<file path="config.mk">
export PLATFORM = sky130hd
export DESIGN_NAME = axi_rd_demux
export DESIGN_NICKNAME = d
export VERILOG_FILES = /design/src/hw/axi_rd_pkg.sv /design/src/hw/demux_pkg.sv /design/src/hw/axi_rd_demux.sv /design/src/hw/r_rr_mux.sv /design/src/hw/ar_route.sv /design/src/hw/id_inflight_table.sv /design/src/hw/ar_spill_reg.sv
export VERILOG_INCLUDE_DIRS = /design/src /design/src/hw
export SDC_FILE = /design/constraint.sdc
export NUM_CORES = 1
export LEC_CHECK = 0
export BUFFER_PORTS_ARGS = -buffer_cell sky130_fd_sc_hd__buf_2
export CORE_UTILIZATION = 55
export DETAILED_ROUTE_END_ITERATION = 16
export PLACE_DENSITY = 0.93
export SYNTH_ARGS = -nofsm -noshare
export SYNTH_HDL_FRONTEND = slang
export SYNTH_SLANG_ARGS = --single-unit
</file>
<file path="constraint.sdc">
create_clock -name clk_i -period 6.8 [get_ports clk_i]
set_input_delay 0.68 -clock clk_i [delete_from_list [all_inputs] [get_ports clk_i]]
set_output_delay 0.68 -clock clk_i [all_outputs]
set_load 0.005 [all_outputs]
</file>
<file path="src/hw/demux_defines.svh">
// read demux global sizes
`ifndef DEMUX_DEFINES_SVH
`define DEMUX_DEFINES_SVH

// number of master ports behind the demux
`define DMX_NUM_MST 3
// port select width, enough for DMX_NUM_MST
`define DMX_SEL_W 2

// axi channel field widths
`define DMX_ID_W 4
`define DMX_ADDR_W 32
`define DMX_DATA_W 32
`define DMX_LEN_W 8

// low id bits with an in-flight counter, 2**3 counters
`define DMX_LOOK_BITS 3
// counter width, all ones means full
`define DMX_CNT_W 3

`endif
</file>
<file path="src/hw/axi_rd_pkg.sv">
// axi read channel types
`include "demux_defines.svh"

package axi_rd_pkg;

  // ------------------------------------------------------------------------
  // field types
  // ------------------------------------------------------------------------
  typedef logic [`DMX_ID_W-1:0]   id_t;
  typedef logic [`DMX_ADDR_W-1:0] addr_t;
  typedef logic [`DMX_DATA_W-1:0] data_t;
  // beats minus one
  typedef logic [`DMX_LEN_W-1:0]  len_t;

  // ------------------------------------------------------------------------
  // channel payloads
  // ------------------------------------------------------------------------
  // read address, 44 bits
  typedef struct packed {
    id_t   id;
    addr_t addr;
    len_t  len;
  } ar_chan_t;

  // read data beat, 37 bits
  typedef struct packed {
    id_t   id;
    data_t data;
    logic  last;
  } r_chan_t;

endpackage

</file>
<file path="src/hw/demux_pkg.sv">
// demux control types
`include "demux_defines.svh"

package demux_pkg;

  // master port index
  typedef logic [`DMX_SEL_W-1:0] sel_t;

  // low id bits that pick an ordering counter
  typedef logic [`DMX_LOOK_BITS-1:0] look_id_t;

  // outstanding bursts per lookup id
  typedef logic [`DMX_CNT_W-1:0] cnt_t;

  // ar payload with its routing target
  typedef struct packed {
    axi_rd_pkg::ar_chan_t ar;
    sel_t                 sel;
  } ar_req_t;

  // ar valid lock
  typedef enum logic {
    ROUTE_IDLE,
    ROUTE_LOCKED
  } route_state_e;

endpackage

</file>
<file path="src/hw/axi_rd_demux.sv">
// axi read demux top level
`timescale 1ns/10ps
`include "demux_defines.svh"

module axi_rd_demux (
  input  logic                                    clk_i,
  input  logic                                    rst_ni,
  // slave ar
  input  axi_rd_pkg::ar_chan_t                    slv_ar_i,
  input  demux_pkg::sel_t                         slv_ar_sel_i,
  input  logic                                    slv_ar_valid_i,
  output logic                                    slv_ar_ready_o,
  // slave r
  output axi_rd_pkg::r_chan_t                     slv_r_o,
  output logic                                    slv_r_valid_o,
  input  logic                                    slv_r_ready_i,
  // master ar, payload shared by all ports
  output axi_rd_pkg::ar_chan_t                    mst_ar_o,
  output logic [`DMX_NUM_MST-1:0]                 mst_ar_valid_o,
  input  logic [`DMX_NUM_MST-1:0]                 mst_ar_ready_i,
  // master r
  input  axi_rd_pkg::r_chan_t [`DMX_NUM_MST-1:0] mst_r_i,
  input  logic [`DMX_NUM_MST-1:0]                 mst_r_valid_i,
  output logic [`DMX_NUM_MST-1:0]                 mst_r_ready_o
);

  // ------------------------------------------------------------------------
  // internal nets
  // ------------------------------------------------------------------------
  demux_pkg::ar_req_t  slv_req;
  demux_pkg::ar_req_t  sp_req;
  logic                sp_valid, sp_ready;
  demux_pkg::look_id_t look_id;
  demux_pkg::look_id_t pop_id;
  demux_pkg::sel_t     lookup_sel;
  logic                lookup_busy, cnt_full;
  logic                ar_push, r_pop;

  assign slv_req.ar  = slv_ar_i;
  assign slv_req.sel = slv_ar_sel_i;

  // ordering uses the low id bits only
  assign look_id = sp_req.ar.id[`DMX_LOOK_BITS-1:0];
  assign pop_id  = slv_r_o.id[`DMX_LOOK_BITS-1:0];

  // ar input buffer
  ar_spill_reg i_ar_spill (
    .clk_i   (clk_i),
    .rst_ni  (rst_ni),
    .valid_i (slv_ar_valid_i),
    .ready_o (slv_ar_ready_o),
    .data_i  (slv_req),
    .valid_o (sp_valid),
    .ready_i (sp_ready),
    .data_o  (sp_req)
  );

  // ordering check and steering
  ar_route i_ar_route (
    .clk_i         (clk_i),
    .rst_ni        (rst_ni),
    .req_i         (sp_req),
    .valid_i       (sp_valid),
    .ready_o       (sp_ready),
    .mst_ar_o      (mst_ar_o),
    .mst_valid_o   (mst_ar_valid_o),
    .mst_ready_i   (mst_ar_ready_i),
    .lookup_sel_i  (lookup_sel),
    .lookup_busy_i (lookup_busy),
    .full_i        (cnt_full),
    .push_o        (ar_push)
  );

  // outstanding bursts per id
  id_inflight_table i_id_table (
    .clk_i         (clk_i),
    .rst_ni        (rst_ni),
    .lookup_id_i   (look_id),
    .lookup_sel_o  (lookup_sel),
    .lookup_busy_o (lookup_busy),
    .full_o        (cnt_full),
    .push_i        (ar_push),
    .push_id_i     (look_id),
    .push_sel_i    (sp_req.sel),
    .pop_i         (r_pop),
    .pop_id_i      (pop_id)
  );

  // r burst merge
  r_rr_mux i_r_mux (
    .clk_i       (clk_i),
    .rst_ni      (rst_ni),
    .mst_r_i     (mst_r_i),
    .mst_valid_i (mst_r_valid_i),
    .mst_ready_o (mst_r_ready_o),
    .slv_r_o     (slv_r_o),
    .slv_valid_o (slv_r_valid_o),
    .slv_ready_i (slv_r_ready_i),
    .pop_o       (r_pop)
  );

endmodule

</file>
<file path="src/hw/r_rr_mux.sv">
// round-robin r burst arbiter
`timescale 1ns/10ps
`include "demux_defines.svh"

module r_rr_mux (
  input  logic                                    clk_i,
  input  logic                                    rst_ni,
  // master r ports
  input  axi_rd_pkg::r_chan_t [`DMX_NUM_MST-1:0] mst_r_i,
  input  logic [`DMX_NUM_MST-1:0]                 mst_valid_i,
  output logic [`DMX_NUM_MST-1:0]                 mst_ready_o,
  // slave r port
  output axi_rd_pkg::r_chan_t                     slv_r_o,
  output logic                                    slv_valid_o,
  input  logic                                    slv_ready_i,
  // last beat handed over
  output logic                                    pop_o
);

  // port with top priority when unlocked
  demux_pkg::sel_t prio_q;
  // burst in progress and its owner
  logic            lock_q;
  demux_pkg::sel_t lock_idx_q;

  demux_pkg::sel_t pick_idx;
  demux_pkg::sel_t gnt_idx;
  logic            last_xfer;

  // ------------------------------------------------------------------------
  // rotating priority search
  // ------------------------------------------------------------------------
  always_comb begin : proc_pick
    demux_pkg::sel_t cand;
    logic            found;
    found    = 1'b0;
    cand     = prio_q;
    pick_idx = prio_q;
    for (int k = 0; k < `DMX_NUM_MST; k++) begin
      cand = demux_pkg::sel_t'((int'(prio_q) + k) % `DMX_NUM_MST);
      if (!found && mst_valid_i[cand]) begin
        found    = 1'b1;
        pick_idx = cand;
      end
    end
  end

  // locked owner wins over the search
  assign gnt_idx = lock_q ? lock_idx_q : pick_idx;

  // ------------------------------------------------------------------------
  // data path, zero cycles
  // ------------------------------------------------------------------------
  assign slv_valid_o = mst_valid_i[gnt_idx];
  assign slv_r_o     = mst_r_i[gnt_idx];

  always_comb begin
    for (int i = 0; i < `DMX_NUM_MST; i++) begin
      mst_ready_o[i] = slv_ready_i && (gnt_idx == demux_pkg::sel_t'(i));
    end
  end

  assign last_xfer = slv_valid_o && slv_ready_i && slv_r_o.last;
  assign pop_o     = last_xfer;

  // ------------------------------------------------------------------------
  // grant lock and priority update
  // ------------------------------------------------------------------------
  always_ff @(posedge clk_i or negedge rst_ni) begin
    if (!rst_ni) begin
      prio_q     <= '0;
      lock_q     <= 1'b0;
      lock_idx_q <= '0;
    end else begin
      if (last_xfer) begin
        // burst done, next port gets first pick
        lock_q <= 1'b0;
        if (gnt_idx == demux_pkg::sel_t'(`DMX_NUM_MST - 1)) begin
          prio_q <= '0;
        end else begin
          prio_q <= gnt_idx + demux_pkg::sel_t'(1);
        end
      end else if (slv_valid_o) begin
        // stalled or mid-burst, keep the owner
        lock_q     <= 1'b1;
        lock_idx_q <= gnt_idx;
      end
    end
  end

endmodule

</file>
<file path="src/hw/ar_route.sv">
// ar ordering check and port steering
`timescale 1ns/10ps
`include "demux_defines.svh"

module ar_route (
  input  logic                        clk_i,
  input  logic                        rst_ni,
  // request from the spill register
  input  demux_pkg::ar_req_t          req_i,
  input  logic                        valid_i,
  output logic                        ready_o,
  // master ar ports
  output axi_rd_pkg::ar_chan_t        mst_ar_o,
  output logic [`DMX_NUM_MST-1:0]     mst_valid_o,
  input  logic [`DMX_NUM_MST-1:0]     mst_ready_i,
  // id table lookup
  input  demux_pkg::sel_t             lookup_sel_i,
  input  logic                        lookup_busy_i,
  input  logic                        full_i,
  // count the ar once it is taken
  output logic                        push_o
);

  demux_pkg::route_state_e state_q, state_d;
  logic                    order_ok;
  logic                    fwd_valid;
  logic                    sel_ready;

  // ------------------------------------------------------------------------
  // ordering decision
  // ------------------------------------------------------------------------
  // same id may only go where its earlier bursts went
  assign order_ok = !full_i && (!lookup_busy_i || (lookup_sel_i == req_i.sel));

  // ------------------------------------------------------------------------
  // one-hot steering
  // ------------------------------------------------------------------------
  // payload is common to every port
  assign mst_ar_o = req_i.ar;

  always_comb begin
    for (int i = 0; i < `DMX_NUM_MST; i++) begin
      mst_valid_o[i] = fwd_valid && (req_i.sel == demux_pkg::sel_t'(i));
    end
  end

  // ready of the selected port only
  assign sel_ready = |(mst_valid_o & mst_ready_i);

  // ------------------------------------------------------------------------
  // valid lock fsm
  // ------------------------------------------------------------------------
  always_comb begin
    state_d   = state_q;
    fwd_valid = 1'b0;
    ready_o   = 1'b0;
    push_o    = 1'b0;
    case (state_q)
      demux_pkg::ROUTE_IDLE: begin
        if (valid_i && order_ok) begin
          fwd_valid = 1'b1;
          if (sel_ready) begin
            ready_o = 1'b1;
            push_o  = 1'b1;
          end else begin
            // hold the decision, table may change meanwhile
            state_d = demux_pkg::ROUTE_LOCKED;
          end
        end
      end
      demux_pkg::ROUTE_LOCKED: begin
        // checks already passed, only wait for ready
        fwd_valid = 1'b1;
        if (sel_ready) begin
          ready_o = 1'b1;
          push_o  = 1'b1;
          state_d = demux_pkg::ROUTE_IDLE;
        end
      end
      default: begin
        state_d = demux_pkg::ROUTE_IDLE;
      end
    endcase
  end

  always_ff @(posedge clk_i or negedge rst_ni) begin
    if (!rst_ni) begin
      state_q <= demux_pkg::ROUTE_IDLE;
    end else begin
      state_q <= state_d;
    end
  end

  // axi rule on the master side
  mst_valid_held : assert property (
    @(posedge clk_i) disable iff (!rst_ni)
    ((|mst_valid_o) && !sel_ready) |=> (mst_valid_o == $past(mst_valid_o))
  ) else $error("ar_route: master ar valid dropped without ready");

endmodule

</file>
<file path="src/hw/id_inflight_table.sv">
// per-id in-flight counter table
`timescale 1ns/10ps
`include "demux_defines.svh"

module id_inflight_table (
  input  logic                clk_i,
  input  logic                rst_ni,
  // lookup for the waiting ar
  input  demux_pkg::look_id_t lookup_id_i,
  output demux_pkg::sel_t     lookup_sel_o,
  output logic                lookup_busy_o,
  output logic                full_o,
  // ar sent to a master
  input  logic                push_i,
  input  demux_pkg::look_id_t push_id_i,
  input  demux_pkg::sel_t     push_sel_i,
  // last r beat sent to the slave
  input  logic                pop_i,
  input  demux_pkg::look_id_t pop_id_i
);

  localparam int unsigned NUM_CNT = 2 ** `DMX_LOOK_BITS;

  // ------------------------------------------------------------------------
  // storage
  // ------------------------------------------------------------------------
  demux_pkg::cnt_t [NUM_CNT-1:0] cnt_q;
  // port each id was last sent to
  demux_pkg::sel_t [NUM_CNT-1:0] sel_q;

  logic [NUM_CNT-1:0] push_en;
  logic [NUM_CNT-1:0] pop_en;
  logic [NUM_CNT-1:0] busy;
  logic [NUM_CNT-1:0] cnt_full;

  // one-hot decode of push and pop ids and flags per counter
  always_comb begin
    for (int i = 0; i < NUM_CNT; i++) begin
      push_en[i]  = push_i && (push_id_i == demux_pkg::look_id_t'(i));
      pop_en[i]   = pop_i && (pop_id_i == demux_pkg::look_id_t'(i));
      busy[i]     = |cnt_q[i];
      cnt_full[i] = &cnt_q[i];
    end
  end

  // ------------------------------------------------------------------------
  // lookup without delay
  // ------------------------------------------------------------------------
  assign lookup_sel_o  = sel_q[lookup_id_i];
  assign lookup_busy_o = busy[lookup_id_i];
  // any full counter stops all new ars
  assign full_o        = |cnt_full;

  // ------------------------------------------------------------------------
  // counters
  // ------------------------------------------------------------------------
  always_ff @(posedge clk_i or negedge rst_ni) begin
    if (!rst_ni) begin
      cnt_q <= '0;
    end else begin
      for (int i = 0; i < NUM_CNT; i++) begin
        // push and pop together leave the count alone
        if (push_en[i] && !pop_en[i]) begin
          cnt_q[i] <= cnt_q[i] + demux_pkg::cnt_t'(1);
        end else if (pop_en[i] && !push_en[i]) begin
          cnt_q[i] <= cnt_q[i] - demux_pkg::cnt_t'(1);
        end
      end
    end
  end

  // record the target port on each push
  always_ff @(posedge clk_i) begin
    for (int i = 0; i < NUM_CNT; i++) begin
      if (push_en[i]) begin
        sel_q[i] <= push_sel_i;
      end
    end
  end

  // every last beat must match an earlier ar of the same id
  no_underflow : assert property (
    @(posedge clk_i) disable iff (!rst_ni)
    pop_i |-> busy[pop_id_i]
  ) else $error("id_inflight_table: pop on idle id %0d", pop_id_i);

endmodule

</file>
<file path="src/hw/ar_spill_reg.sv">
// ar request spill register
`timescale 1ns/10ps

module ar_spill_reg (
  input  logic               clk_i,
  input  logic               rst_ni,
  // upstream side
  input  logic               valid_i,
  output logic               ready_o,
  input  demux_pkg::ar_req_t data_i,
  // downstream side
  output logic               valid_o,
  input  logic               ready_i,
  output demux_pkg::ar_req_t data_o
);

  // ------------------------------------------------------------------------
  // slot a takes new data, slot b holds what could not leave
  // ------------------------------------------------------------------------
  logic               a_full_q, b_full_q;
  demux_pkg::ar_req_t a_data_q, b_data_q;
  logic               a_fill, a_drain;
  logic               b_fill, b_drain;

  // accept while any slot is free
  assign a_fill  = valid_i && ready_o;
  // a moves on whenever b is not blocking it
  assign a_drain = a_full_q && !b_full_q;
  // a stalled downstream, park it in b
  assign b_fill  = a_drain && !ready_i;
  assign b_drain = b_full_q && ready_i;

  always_ff @(posedge clk_i or negedge rst_ni) begin
    if (!rst_ni) begin
      a_full_q <= 1'b0;
      b_full_q <= 1'b0;
    end else begin
      if (a_fill || a_drain) begin
        a_full_q <= a_fill;
      end
      if (b_fill || b_drain) begin
        b_full_q <= b_fill;
      end
    end
  end

  // payload slots
  always_ff @(posedge clk_i) begin
    if (a_fill) begin
      a_data_q <= data_i;
    end
    if (b_fill) begin
      b_data_q <= a_data_q;
    end
  end

  // ------------------------------------------------------------------------
  // outputs, all from flops
  // ------------------------------------------------------------------------
  assign ready_o = !a_full_q || !b_full_q;
  assign valid_o = a_full_q || b_full_q;
  // b is older than a
  assign data_o  = b_full_q ? b_data_q : a_data_q;

  // offered request must not change before it is taken
  a_data_stable : assert property (
    @(posedge clk_i) disable iff (!rst_ni)
    (valid_o && !ready_i) |=> (valid_o && (data_o == $past(data_o)))
  ) else $error("ar_spill_reg: output changed while stalled");

endmodule

</file>
==> Word level (Yosys, flattened, before mapping) <==
Index checks and enable logic that the tools add are counted.
{ "totals": {"reg_bits": 140} }
{ "classes": {"n_addsub": 19, "n_div": 3, "order_cmp": 5, "n_eq_ne": 19, "muxes": 48, "n_bitwise": 3, "reduce_logical": 108} }
{ "ops": {"columns": ["operator", "count"], "rows": [
  ["$bmux 37 s2", 1],
  ["$mod 32x3->32 const B", 2],
  ["$logic_and 1x1->1", 48],
  ["$mux 3", 16],
  ["$mux 46", 1],
  ["$mux 37", 1],
  ["$mod 3x3->32 const B", 1],
  ["$reduce_or 3->1", 9],
  ["$add 3x1->3 const B", 8],
  ["$eq 3x3->1 const B", 8],
  ["$reduce_and 3->1", 8],
  ["$sub 3x1->3 const B", 8],
  ["$logic_not 1->1", 23],
  ["$reduce_bool 2->1", 9],
  ["$mux 1", 14],
  ["$eq 3x2->1 const B", 4],
  ["$lt 2x3->1 const B", 4],
  ["$mux 2", 6],
  ["$bmux 1 s2", 4],
  ["$reduce_or 8->1", 1],
  ["$bmux 2 s3", 1],
  ["$eq 3x1->1 const B", 2],
  ["$logic_not 3->1", 2],
  ["$pmux 1 s2", 3],
  ["13 further kinds", 21]
]} }

==> Depth between registers and ports, before layout <==
Gate-level depths: netlist of run 1.
{ "depth": {"ltp_word": 20, "depth_mapped": 19, "ltp_nobuf": 17} }

==> Cells and area by module <==
From an unflattened synthesis of run 1, not the netlist that was laid out.
{ "hier_totals": {"cells_unflattened": 595, "hier_area_um2": 7792.5} }
{ "by_module_without_submodules": {"columns": ["mod", "n_inst", "cells_each", "area_each_um2"], "rows": [
  ["ar_spill_reg", 1, 152, 3641.0],
  ["id_inflight_table", 1, 162, 2127.0],
  ["r_rr_mux", 1, 221, 1561.5],
  ["ar_route", 1, 60, 462.9]
]} }

==> Worst setup path after synthesis of run 1 <==
No wires, ideal clock.
{ "synth_timing": {"path_kind": "in2reg", "start": "in mst_r_valid_i[2]", "end": "reg i_id_table.cnt_q[11] (netlist name)", "setup_time_ps": 79, "arrival_ps": 3508, "path_slack_ps": 3212, "stages": 16, "path_cell_list": "buf_2 > a221oi_2 > a32o_2 > nand2_2 > a221o_1 > a311oi_2 > o2bb2ai_2 > and3_4 > buf_6 > nand4_1 > ha_1 > inv_1 > fa_1 > xor2_1 > nor2_1 > xor2_1"} }
{ "synth_between": {"elab_chain_len": 18} }
{ "synth_lines": {"columns": ["element", "line", "text"], "rows": [
  ["start: declaration", "axi_rd_demux.sv:23", "input logic [`DMX_NUM_MST-1:0] mst_r_valid_i,"],
  ["$bmux 1 s2", "r_rr_mux.sv:41", "if (!found && mst_valid_i[cand]) begin"],
  ["$mux 1 (implied by the code)", "r_rr_mux.sv:41", null],
  ["$mux 1", "r_rr_mux.sv:41", null],
  ["$logic_not 1->1", "r_rr_mux.sv:41", null],
  ["$logic_and 1x1->1", "r_rr_mux.sv:41", null],
  ["$mux 1", "r_rr_mux.sv:41", null],
  ["$logic_not 1->1", "r_rr_mux.sv:41", null],
  ["$logic_and 1x1->1", "r_rr_mux.sv:41", null],
  ["[... 2 more ...]", null, null],
  ["$bmux 1 s2 *", "r_rr_mux.sv:54", "assign slv_valid_o = mst_valid_i[gnt_idx];"],
  ["$mux 1 (implied by the code) *", "r_rr_mux.sv:54", null],
  ["via slv_r_valid_o", "axi_rd_demux.sv:15", "output logic slv_r_valid_o,"],
  ["$logic_and 1x1->1 * (2 in series)", "r_rr_mux.sv:63", "assign last_xfer = slv_valid_o && slv_ready_i && slv_r_o.last;"],
  ["$logic_and 1x1->1 *", "id_inflight_table.sv:40", "pop_en[i] = pop_i && (pop_id_i == demux_pkg::look_id_t'(i));"],
  ["$logic_not 1->1", "id_inflight_table.sv:63", "if (push_en[i] && !pop_en[i]) begin"],
  ["$logic_and 1x1->1", "id_inflight_table.sv:63", null],
  ["$mux 3 / $reduce_bool 2->1 (equally long branches)", null, null],
  ["end signal: indexed assignment", "id_inflight_table.sv:64", "cnt_q[i] <= cnt_q[i] + demux_pkg::cnt_t'(1);"],
  ["end signal: indexed assignment", "id_inflight_table.sv:66", "cnt_q[i] <= cnt_q[i] - demux_pkg::cnt_t'(1);"],
  ["end: declaration", "id_inflight_table.sv:27", "demux_pkg::cnt_t [NUM_CNT-1:0] cnt_q;"]
]} }
Mark *: on every way through the listed nets, which the timed path passes. The rest lies on a longest branch. The select of a mux whose other input is x is not followed.
A chain may end at the register's enable or synchronous reset.

==> Worst setup path after layout of run 1 <==
{ "layout_timing": {"start": "reg i_r_mux.prio_q[0]", "end": "reg i_id_table.cnt_q[1] (netlist name)"} }
{ "layout_between": {"elab_chain_len": 19} }
{ "layout_lines": {"columns": ["element", "line", "text"], "rows": [
  ["start: declaration", "r_rr_mux.sv:21", "demux_pkg::sel_t prio_q;"],
  ["start signal: assignment", "r_rr_mux.sv:81", "prio_q <= gnt_idx + demux_pkg::sel_t'(1);"],
  ["parallel branches: the longest is 9 deep, another holds $mod 32x3->32", null, null],
  ["$mux 2 *", "r_rr_mux.sv:41", null],
  ["$mux 2 *", "r_rr_mux.sv:49", "assign gnt_idx = lock_q ? lock_idx_q : pick_idx;"],
  ["$bmux 1 s2", "r_rr_mux.sv:54", null],
  ["$mux 1 (implied by the code)", "r_rr_mux.sv:54", null],
  ["$logic_and 1x1->1 (2 in series)", "r_rr_mux.sv:63", null],
  ["$logic_and 1x1->1 *", "id_inflight_table.sv:40", null],
  ["$logic_not 1->1", "id_inflight_table.sv:63", null],
  ["$logic_and 1x1->1", "id_inflight_table.sv:63", null],
  ["$mux 3 / $reduce_bool 2->1 (equally long branches)", null, null]
]} }
Every way passes the cells marked *. The select of a mux whose other input is x is not followed.

==> flow_metrics.tcl, run 1 <==
set metrics [dict create \
    first_global_vias 5360 \
    wl_per_cell_um 18.7 \
    cp-end-kind "register" \
    muxShareOfSynthArea_pct 15.9 \
    synthAdderAreaFrac_pct 3.84 \
    required_ns 7.10 \
    ctsHtreeMaxLevel 4 \
    cts_tree "yes" \
    power.density_nw_per_um2 466 \
    cap_violations 0 \
    postRouteAntennaNets 0 \
    max-slew-margin-rel_pct 28.6 \
    rr_worst_depth 15 \
    cts-buffers-inserted 17 \
    timing.hold.ws_ns 0.320 \
    synthToLayoutAreaGrowth_pct 21.6 \
    drc_errors 0 \
    routed_via_density 5.61 \
    min_period_ns 4.75 \
    dieArea_um2 14000 \
    crit_fanout 44 \
    fin_worst_skew_ns 0.0100 \
    r2r_setup_slack_ns 2.05 \
    wl_met1_um 7360 \
    pin_count 256 \
    clk_latency_ns 0.42 \
    syn_avg_cell_area_um2 12.6 \
    multiInputGateArea_um2 2850 \
    synth_edf_count 108 \
    yosys_register_bits 140 \
    synth-main-ff-cell "edfxtp_1" \
    initial_core_util_pct 56.4 \
    core-area_um2 13200 \
    path_class "reg -> reg" \
    finalHoldViolations 0 \
    min_path_type "in -> async" \
    cts_hold_buf 0 \
    comb_power_share_pct 46.0 \
    fin_nets 981 \
    routed-via-count 5525 \
    fill_cells 920 \
    synth-simple-area-share_pct 8.78 \
    drt_iter0_markers 494 \
    synth-compound-area-share_pct 6.80 \
    gp_congestion 0.994 \
    seq_area_um2 4050 \
    clk_pin_slew_ns 0.06 \
    fmax_mhz 211 \
    crit_buf_inv 3 \
    grtUsageTotal_pct 27.2 \
    drive_above_1_share_pct 44.5 \
    row_count 42 \
    tns_ns 0 \
    die_y_um 118 \
    synthTopCellsByArea "edfxtp_1 (44%), dfrtp_1 (11%), mux2_2 (7.9%)" \
    vdd_drop_max_mv 0.375 \
    port_buffers 255 \
    cts_setup_buffers 0 \
    grt_remaining_overflow 0 \
    synthArstFlopShare_pct 22.9 \
    cts-root-buf "clkbuf_16" \
    post-route-period-util_pct 69.8 \
    cts_resized 0 \
    grt_max_degree 47 \
    synthCells 588 \
    worst_setup_path_start_kind "register" \
    cts_sinks 140 \
    slowest_stage "o31a_2" \
    seqPwrFrac_pct 33.6 \
    synth_nets 773 \
    antenna_cells 0 \
    switchingPower_w 0.00164 \
    worst_slew_pin_slew_ns 1.07 \
    routed_wl_um 18400 \
    final_cell_mix "buf_2 (255), edfxtp_1 (108), mux2_2 (52), mux2i_1 (51), nand2_1 (43)" \
    path_cells "inv_1 > ha_1 > a21bo_2 > a32o_2 > a211oi_1 > o31a_2 > and3_1 > buf_4 > o2bb2ai_2 > and3_4 > nand4_1 > ha_1 > inv_1 > fa_1 > mux2_2" \
    r2r_start "i_r_mux.prio_q[0]" \
    synth_xor_area_share_pct 3.06 \
    synth.distinct_cells 53 \
    path_depth 15 \
    intPower_w 0.00258 \
    layout_commonest_cell "buf_2" \
    synth_top_area_cell "edfxtp_1" \
    ys_seq_area_share_pct 54.4 \
    p_clk_share_pct 20.3 \
    hpwl_um 13500 \
    antenna_found_initial 0 \
    drv_slew 0 \
    drtPass1Iterations 5 \
    route.met3.wl_um 2150 \
    p_leak_nw 3.93 \
    rsz0062_at_grt "no" \
    grt_pass1_wl_um 28600 \
    synth_area_um2 7430 \
    wl_met2_um 8490 \
    synth_top_area_share_pct 43.6 \
    setup_viol 0 \
    maxUsedRoutingLayer "met4" \
    clockBufferDepth 2 \
    p_sw_share_pct 38.8 \
    max_stage_delay_ns 0.63 \
    r2r_end "i_id_table.cnt_q[1]" \
    critPathArrivalTime_ns 5.04 \
    chipWidth_um 118 \
    synth_top_family_by_area "multiplexers" \
    outcome "completed" \
    crit_family "compound AO/OA/AOI/OAI gates" \
    yosys_warnings 0 \
]
-- synthesized netlist by cell type, types with 7 or more instances --
master,n
a21oi_1,12
buf_2,7
buf_4,46
clkbuf_1,13
dfrtp_1,32
edfxtp_1,108
fa_1,8
ha_1,10
inv_1,16
mux2_2,52
mux2i_1,51
nand2_1,43
nand2b_1,8
nand3_1,12
nand4_1,11
nor2_1,17
nor3_1,18
o21ai_0,37
xnor2_1,10
xor2_1,16
-- layer usage --
layer / vias to the layer above / track usage [%]
met3: 33 / 10.8
met4: 0 / 10.6
met2: 286 / 40.8
li1: 2528 / -
met1: 2678 / 35.4
met5: - / 0
-- flip-flops by register name, summed over array words and instances (netlist names), 2 cells and up --
name	cells
i_r_mux.prio_q	2
i_id_table.sel_q	16
i_id_table.cnt_q	24
i_ar_spill.b_data_q	46
i_ar_spill.a_data_q	46
i_r_mux.lock_idx_q	2
-- final cells by class --
cell class | count | area share (%)
multi-input combinational | 361 | 31.6
clock buffer | 19 | 4.79
inverter | 17 | 0.734
timing repair buffer | 259 | 14.4
clock inverter | 13 | 1.27
sequential | 140 | 44.7
tap | 176 | 2.44
-- power by group through the flow --
stage | combinational (W) | clock (W) | sequential [W]
finish | 0.00194 | 0.000857 | 0.00142
global route | 0.00211 | 0.000909 | 0.00145
CTS | 0.00193 | 0.000874 | 0.00142
detailed placement | 0.00190 | 0 | 0.00142
global placement | 0.00184 | 0 | 0.00141
floorplan | 0.00144 | 0 | 0.00136
-- how the worst max path moves through the flow --
| stage | start | endpoint | slack (ns) |
|---|---|---|---|
| after floorplan | mst_r_valid_i[2] | i_id_table.cnt_q[11] | 3.21 |
| after global placement | i_r_mux.prio_q[0] | i_id_table.cnt_q[16] | 2.30 |
| after detailed placement | i_r_mux.prio_q[0] | i_id_table.cnt_q[1] | 2.15 |
| after CTS | i_r_mux.prio_q[0] | i_id_table.cnt_q[1] | 2.08 |
| after global routing | i_r_mux.prio_q[0] | i_id_table.cnt_q[1] | 1.79 |
| final | i_r_mux.prio_q[0] | i_id_table.cnt_q[1] | 2.05 |
-- cells by family after synthesis --
family	Yosys count
DFF	140
adders and majority gates	18
muxes	107
buffers and inverters	87
xor gates and xnor gates	26
and+or+nand+nor	133
AOI/OAI and AO/OA	77
-- worst register-to-register path, cell delays in order, from the launching register on --
cell	delay [ns]
dfrtp_1	0.38
inv_1	0.08
ha_1	0.47
a21bo_2	0.27
a32o_2	0.24
a211oi_1	0.23
o31a_2	0.63
and3_1	0.27
buf_4	0.35
o2bb2ai_2	0.20
and3_4	0.33
nand4_1	0.15
ha_1	0.25
inv_1	0.09
fa_1	0.42
mux2_2	0.28
-- metrics by stage --
stage | instance area, um2 | util [%] | instances | power (W) | worst slack [ns]
2_1_floorplan | 7430 | - | 588 | 0.00280 | 3.21
3_3_place_gp | 8490 | 64.4 | 953 | 0.00325 | 2.30
3_5_place_dp | 8490 | 64.4 | 953 | 0.00332 | 2.15
4_1_cts | 9040 | 68.5 | 985 | 0.00422 | 2.08
5_1_grt | 9040 | 68.5 | 985 | 0.00447 | 1.79
6_report | 9040 | 68.5 | 985 | 0.00421 | 2.05
(Power assumes the default switching activity.)
==> inputs of run 2 (changes only) <==
CORE_UTILIZATION = 51   (was 55)
PLACE_DENSITY = 0.87   (was 0.93)
clock period = 4.6 ns   (was 6.8 ns; I/O delays follow)
==> flow_metrics.tcl, run 2 (same netlist as run 1, synthesis figures left out) <==
set metrics [dict create \
    outcome "completed" \
    postRouteAntennaNets 0 \
    fill_cells 1026 \
    fin_nets 985 \
    port_buffers 255 \
    chipWidth_um 123 \
    grt_remaining_overflow 0 \
    intPower_w 0.00383 \
    crit_fanout 23 \
    finalNonFillerCells 993 \
    tns_ns 0 \
    grt_max_degree 53 \
    dp.cells 961 \
    cts-root-buf "clkbuf_16" \
    hpwl_um 13200 \
    pin_count 256 \
    seqPwrFrac_pct 33.6 \
    worst_setup_path_start_kind "register" \
    core-area_um2 14000 \
    path_class "reg -> out" \
    clockBufferDepth 2 \
    clk_pin_slew_ns 0.06 \
    vdd_drop_max_mv 0.371 \
    drt_iter0_markers 351 \
    antenna_found_initial 0 \
    finalHoldViolations 0 \
    final_cell_mix "buf_2 (255), edfxtp_1 (108), mux2_2 (52), mux2i_1 (50), nand2_1 (43)" \
    p_total_w 0.00621 \
    row_count 43 \
    p_sw_share_pct 38.3 \
    dpl_cell_area_um2 8530 \
    power.density_nw_per_um2 683 \
    clk_latency_ns 0.42 \
    place_ws_ns 0.348 \
    first_global_vias 5003 \
    grt_pass1_wl_um 26400 \
    synthToLayoutAreaGrowth_pct 22.2 \
    cap_violations 0 \
    setup_viol 0 \
    cp-end-kind "primary output" \
    drc_errors 0 \
    min_period_ns 4.43 \
    routed_wl_um 18000 \
    max-slew-margin-rel_pct 27.5 \
    initial_core_util_pct 52.9 \
    wl_per_cell_um 18.1 \
    drive_above_1_share_pct 44.9 \
    reg_top3 "i_ar_spill.a_data_q: 46 flops, i_ar_spill.b_data_q: 46 flops, i_id_table.cnt_q: 24 flops" \
    design_area_um2 9080 \
    worst_slew_pin_slew_ns 1.09 \
    min_path_type "in -> async" \
    required_ns 4.14 \
    drv_slew 0 \
    routed-via-count 5457 \
    p_clk_share_pct 20.5 \
    comb_power_share_pct 46.0 \
    cts-buffers-inserted 17 \
    fin_worst_skew_ns 0.00919 \
    critPathArrivalTime_ns 3.97 \
    ctsHtreeMaxLevel 4 \
    dieArea_um2 15100 \
    grtUsageTotal_pct 24.0 \
    cts_sinks 140 \
    post-route-period-util_pct 96.2 \
    drtPass1Iterations 5 \
    cts_tree "yes" \
    routed_via_density 5.50 \
    fin_ws_ns 0.175 \
    fmax_mhz 226 \
    switchingPower_w 0.00238 \
    rsz0062_at_grt "no" \
    gp_congestion 0.851 \
    p_leak_nw 3.94 \
    cts_hold_buf 0 \
    die_y_um 123 \
    layout_commonest_cell "buf_2" \
    antenna_cells 0 \
]
-- run 2: what timing repair did --
item                                   4_1_cts  5_1_grt
buffers inserted                             0        0
setup endpoints to repair                    0        5
endpoints found under the hold margin        0        0
gates resized for setup                      0        1
-- run 2: power groups by stage --
stage	sequential [W]	clock, W	combinational [W]
4_1_cts	0.00208	0.00129	0.00284
2_1_floorplan	0.00202	0	0.00213
3_3_place_gp	0.00207	0	0.00275
6_report	0.00208	0.00127	0.00285
5_1_grt	0.00213	0.00134	0.00311
3_5_place_dp	0.00210	0	0.00282
-- run 2: worst paths after layout --
kind	from	endpoint	slack [ns]	depth (start not counted)
worst max-delay path	i_r_mux.prio_q[0]	slv_r_o[21]	0.17	11
worst min-delay path	rst_ni	i_id_table.cnt_q[17]	0.1	1
worst max register to register	i_ar_spill.b_full_q	i_id_table.cnt_q[17]	0.42	13
worst min register to register	i_ar_spill.a_data_q[9]	i_ar_spill.b_data_q[9]	0.44	0
max in group asynchronous	rst_ni	i_ar_spill.b_full_q	4.00	1
min in group clk_i	slv_ar_i[10]	i_ar_spill.a_data_q[12]	0.21	1
-- run 2: area by class of cell --
class / count / area, um2 / share of cell area (%)
Inverter: 17 / 66.3 / 0.730
Clock buffer: 20 / 437 / 4.81
Sequential cell: 140 / 4050 / 44.5
Tap cell: 180 / 225 / 2.48
Multi-Input combinational cell: 361 / 2860 / 31.5
Clock inverter: 12 / 118 / 1.29
Timing Repair Buffer: 263 / 1340 / 14.7
-- run 2: per-layer routing --
metal	track usage, %	part of all wire, %	vias to the layer above
met3	7.90	9.1	23
met2	34.8	46	272
li1	-	-	2531
met5	0	0	-
met1	33.8	44	2631
met4	8.00	1.5	0
-- run 2: worst max-delay path: stages (launching register included) --
cell	delay (ns)
dfrtp_1	0.38
inv_1	0.07
ha_1	0.55
nor3b_1	0.12
a211o_1	0.30
a21oi_2	0.19
a221o_1	0.24
and2_2	0.24
buf_4	0.39
mux2i_1	0.16
o21ai_0	0.64
buf_2	0.24
-- run 2: per-stage QoR --
| stage | hold WS, ns | utilization [%] |
|---|---|---|
| after floorplan | 0.164 | - |
| after global placement | 0.423 | 60.7 |
| after detailed placement | 0.433 | 60.7 |
| after CTS | 0.121 | 64.7 |
| after global routing | 0.164 | 64.7 |
| final | 0.0976 | 64.7 |
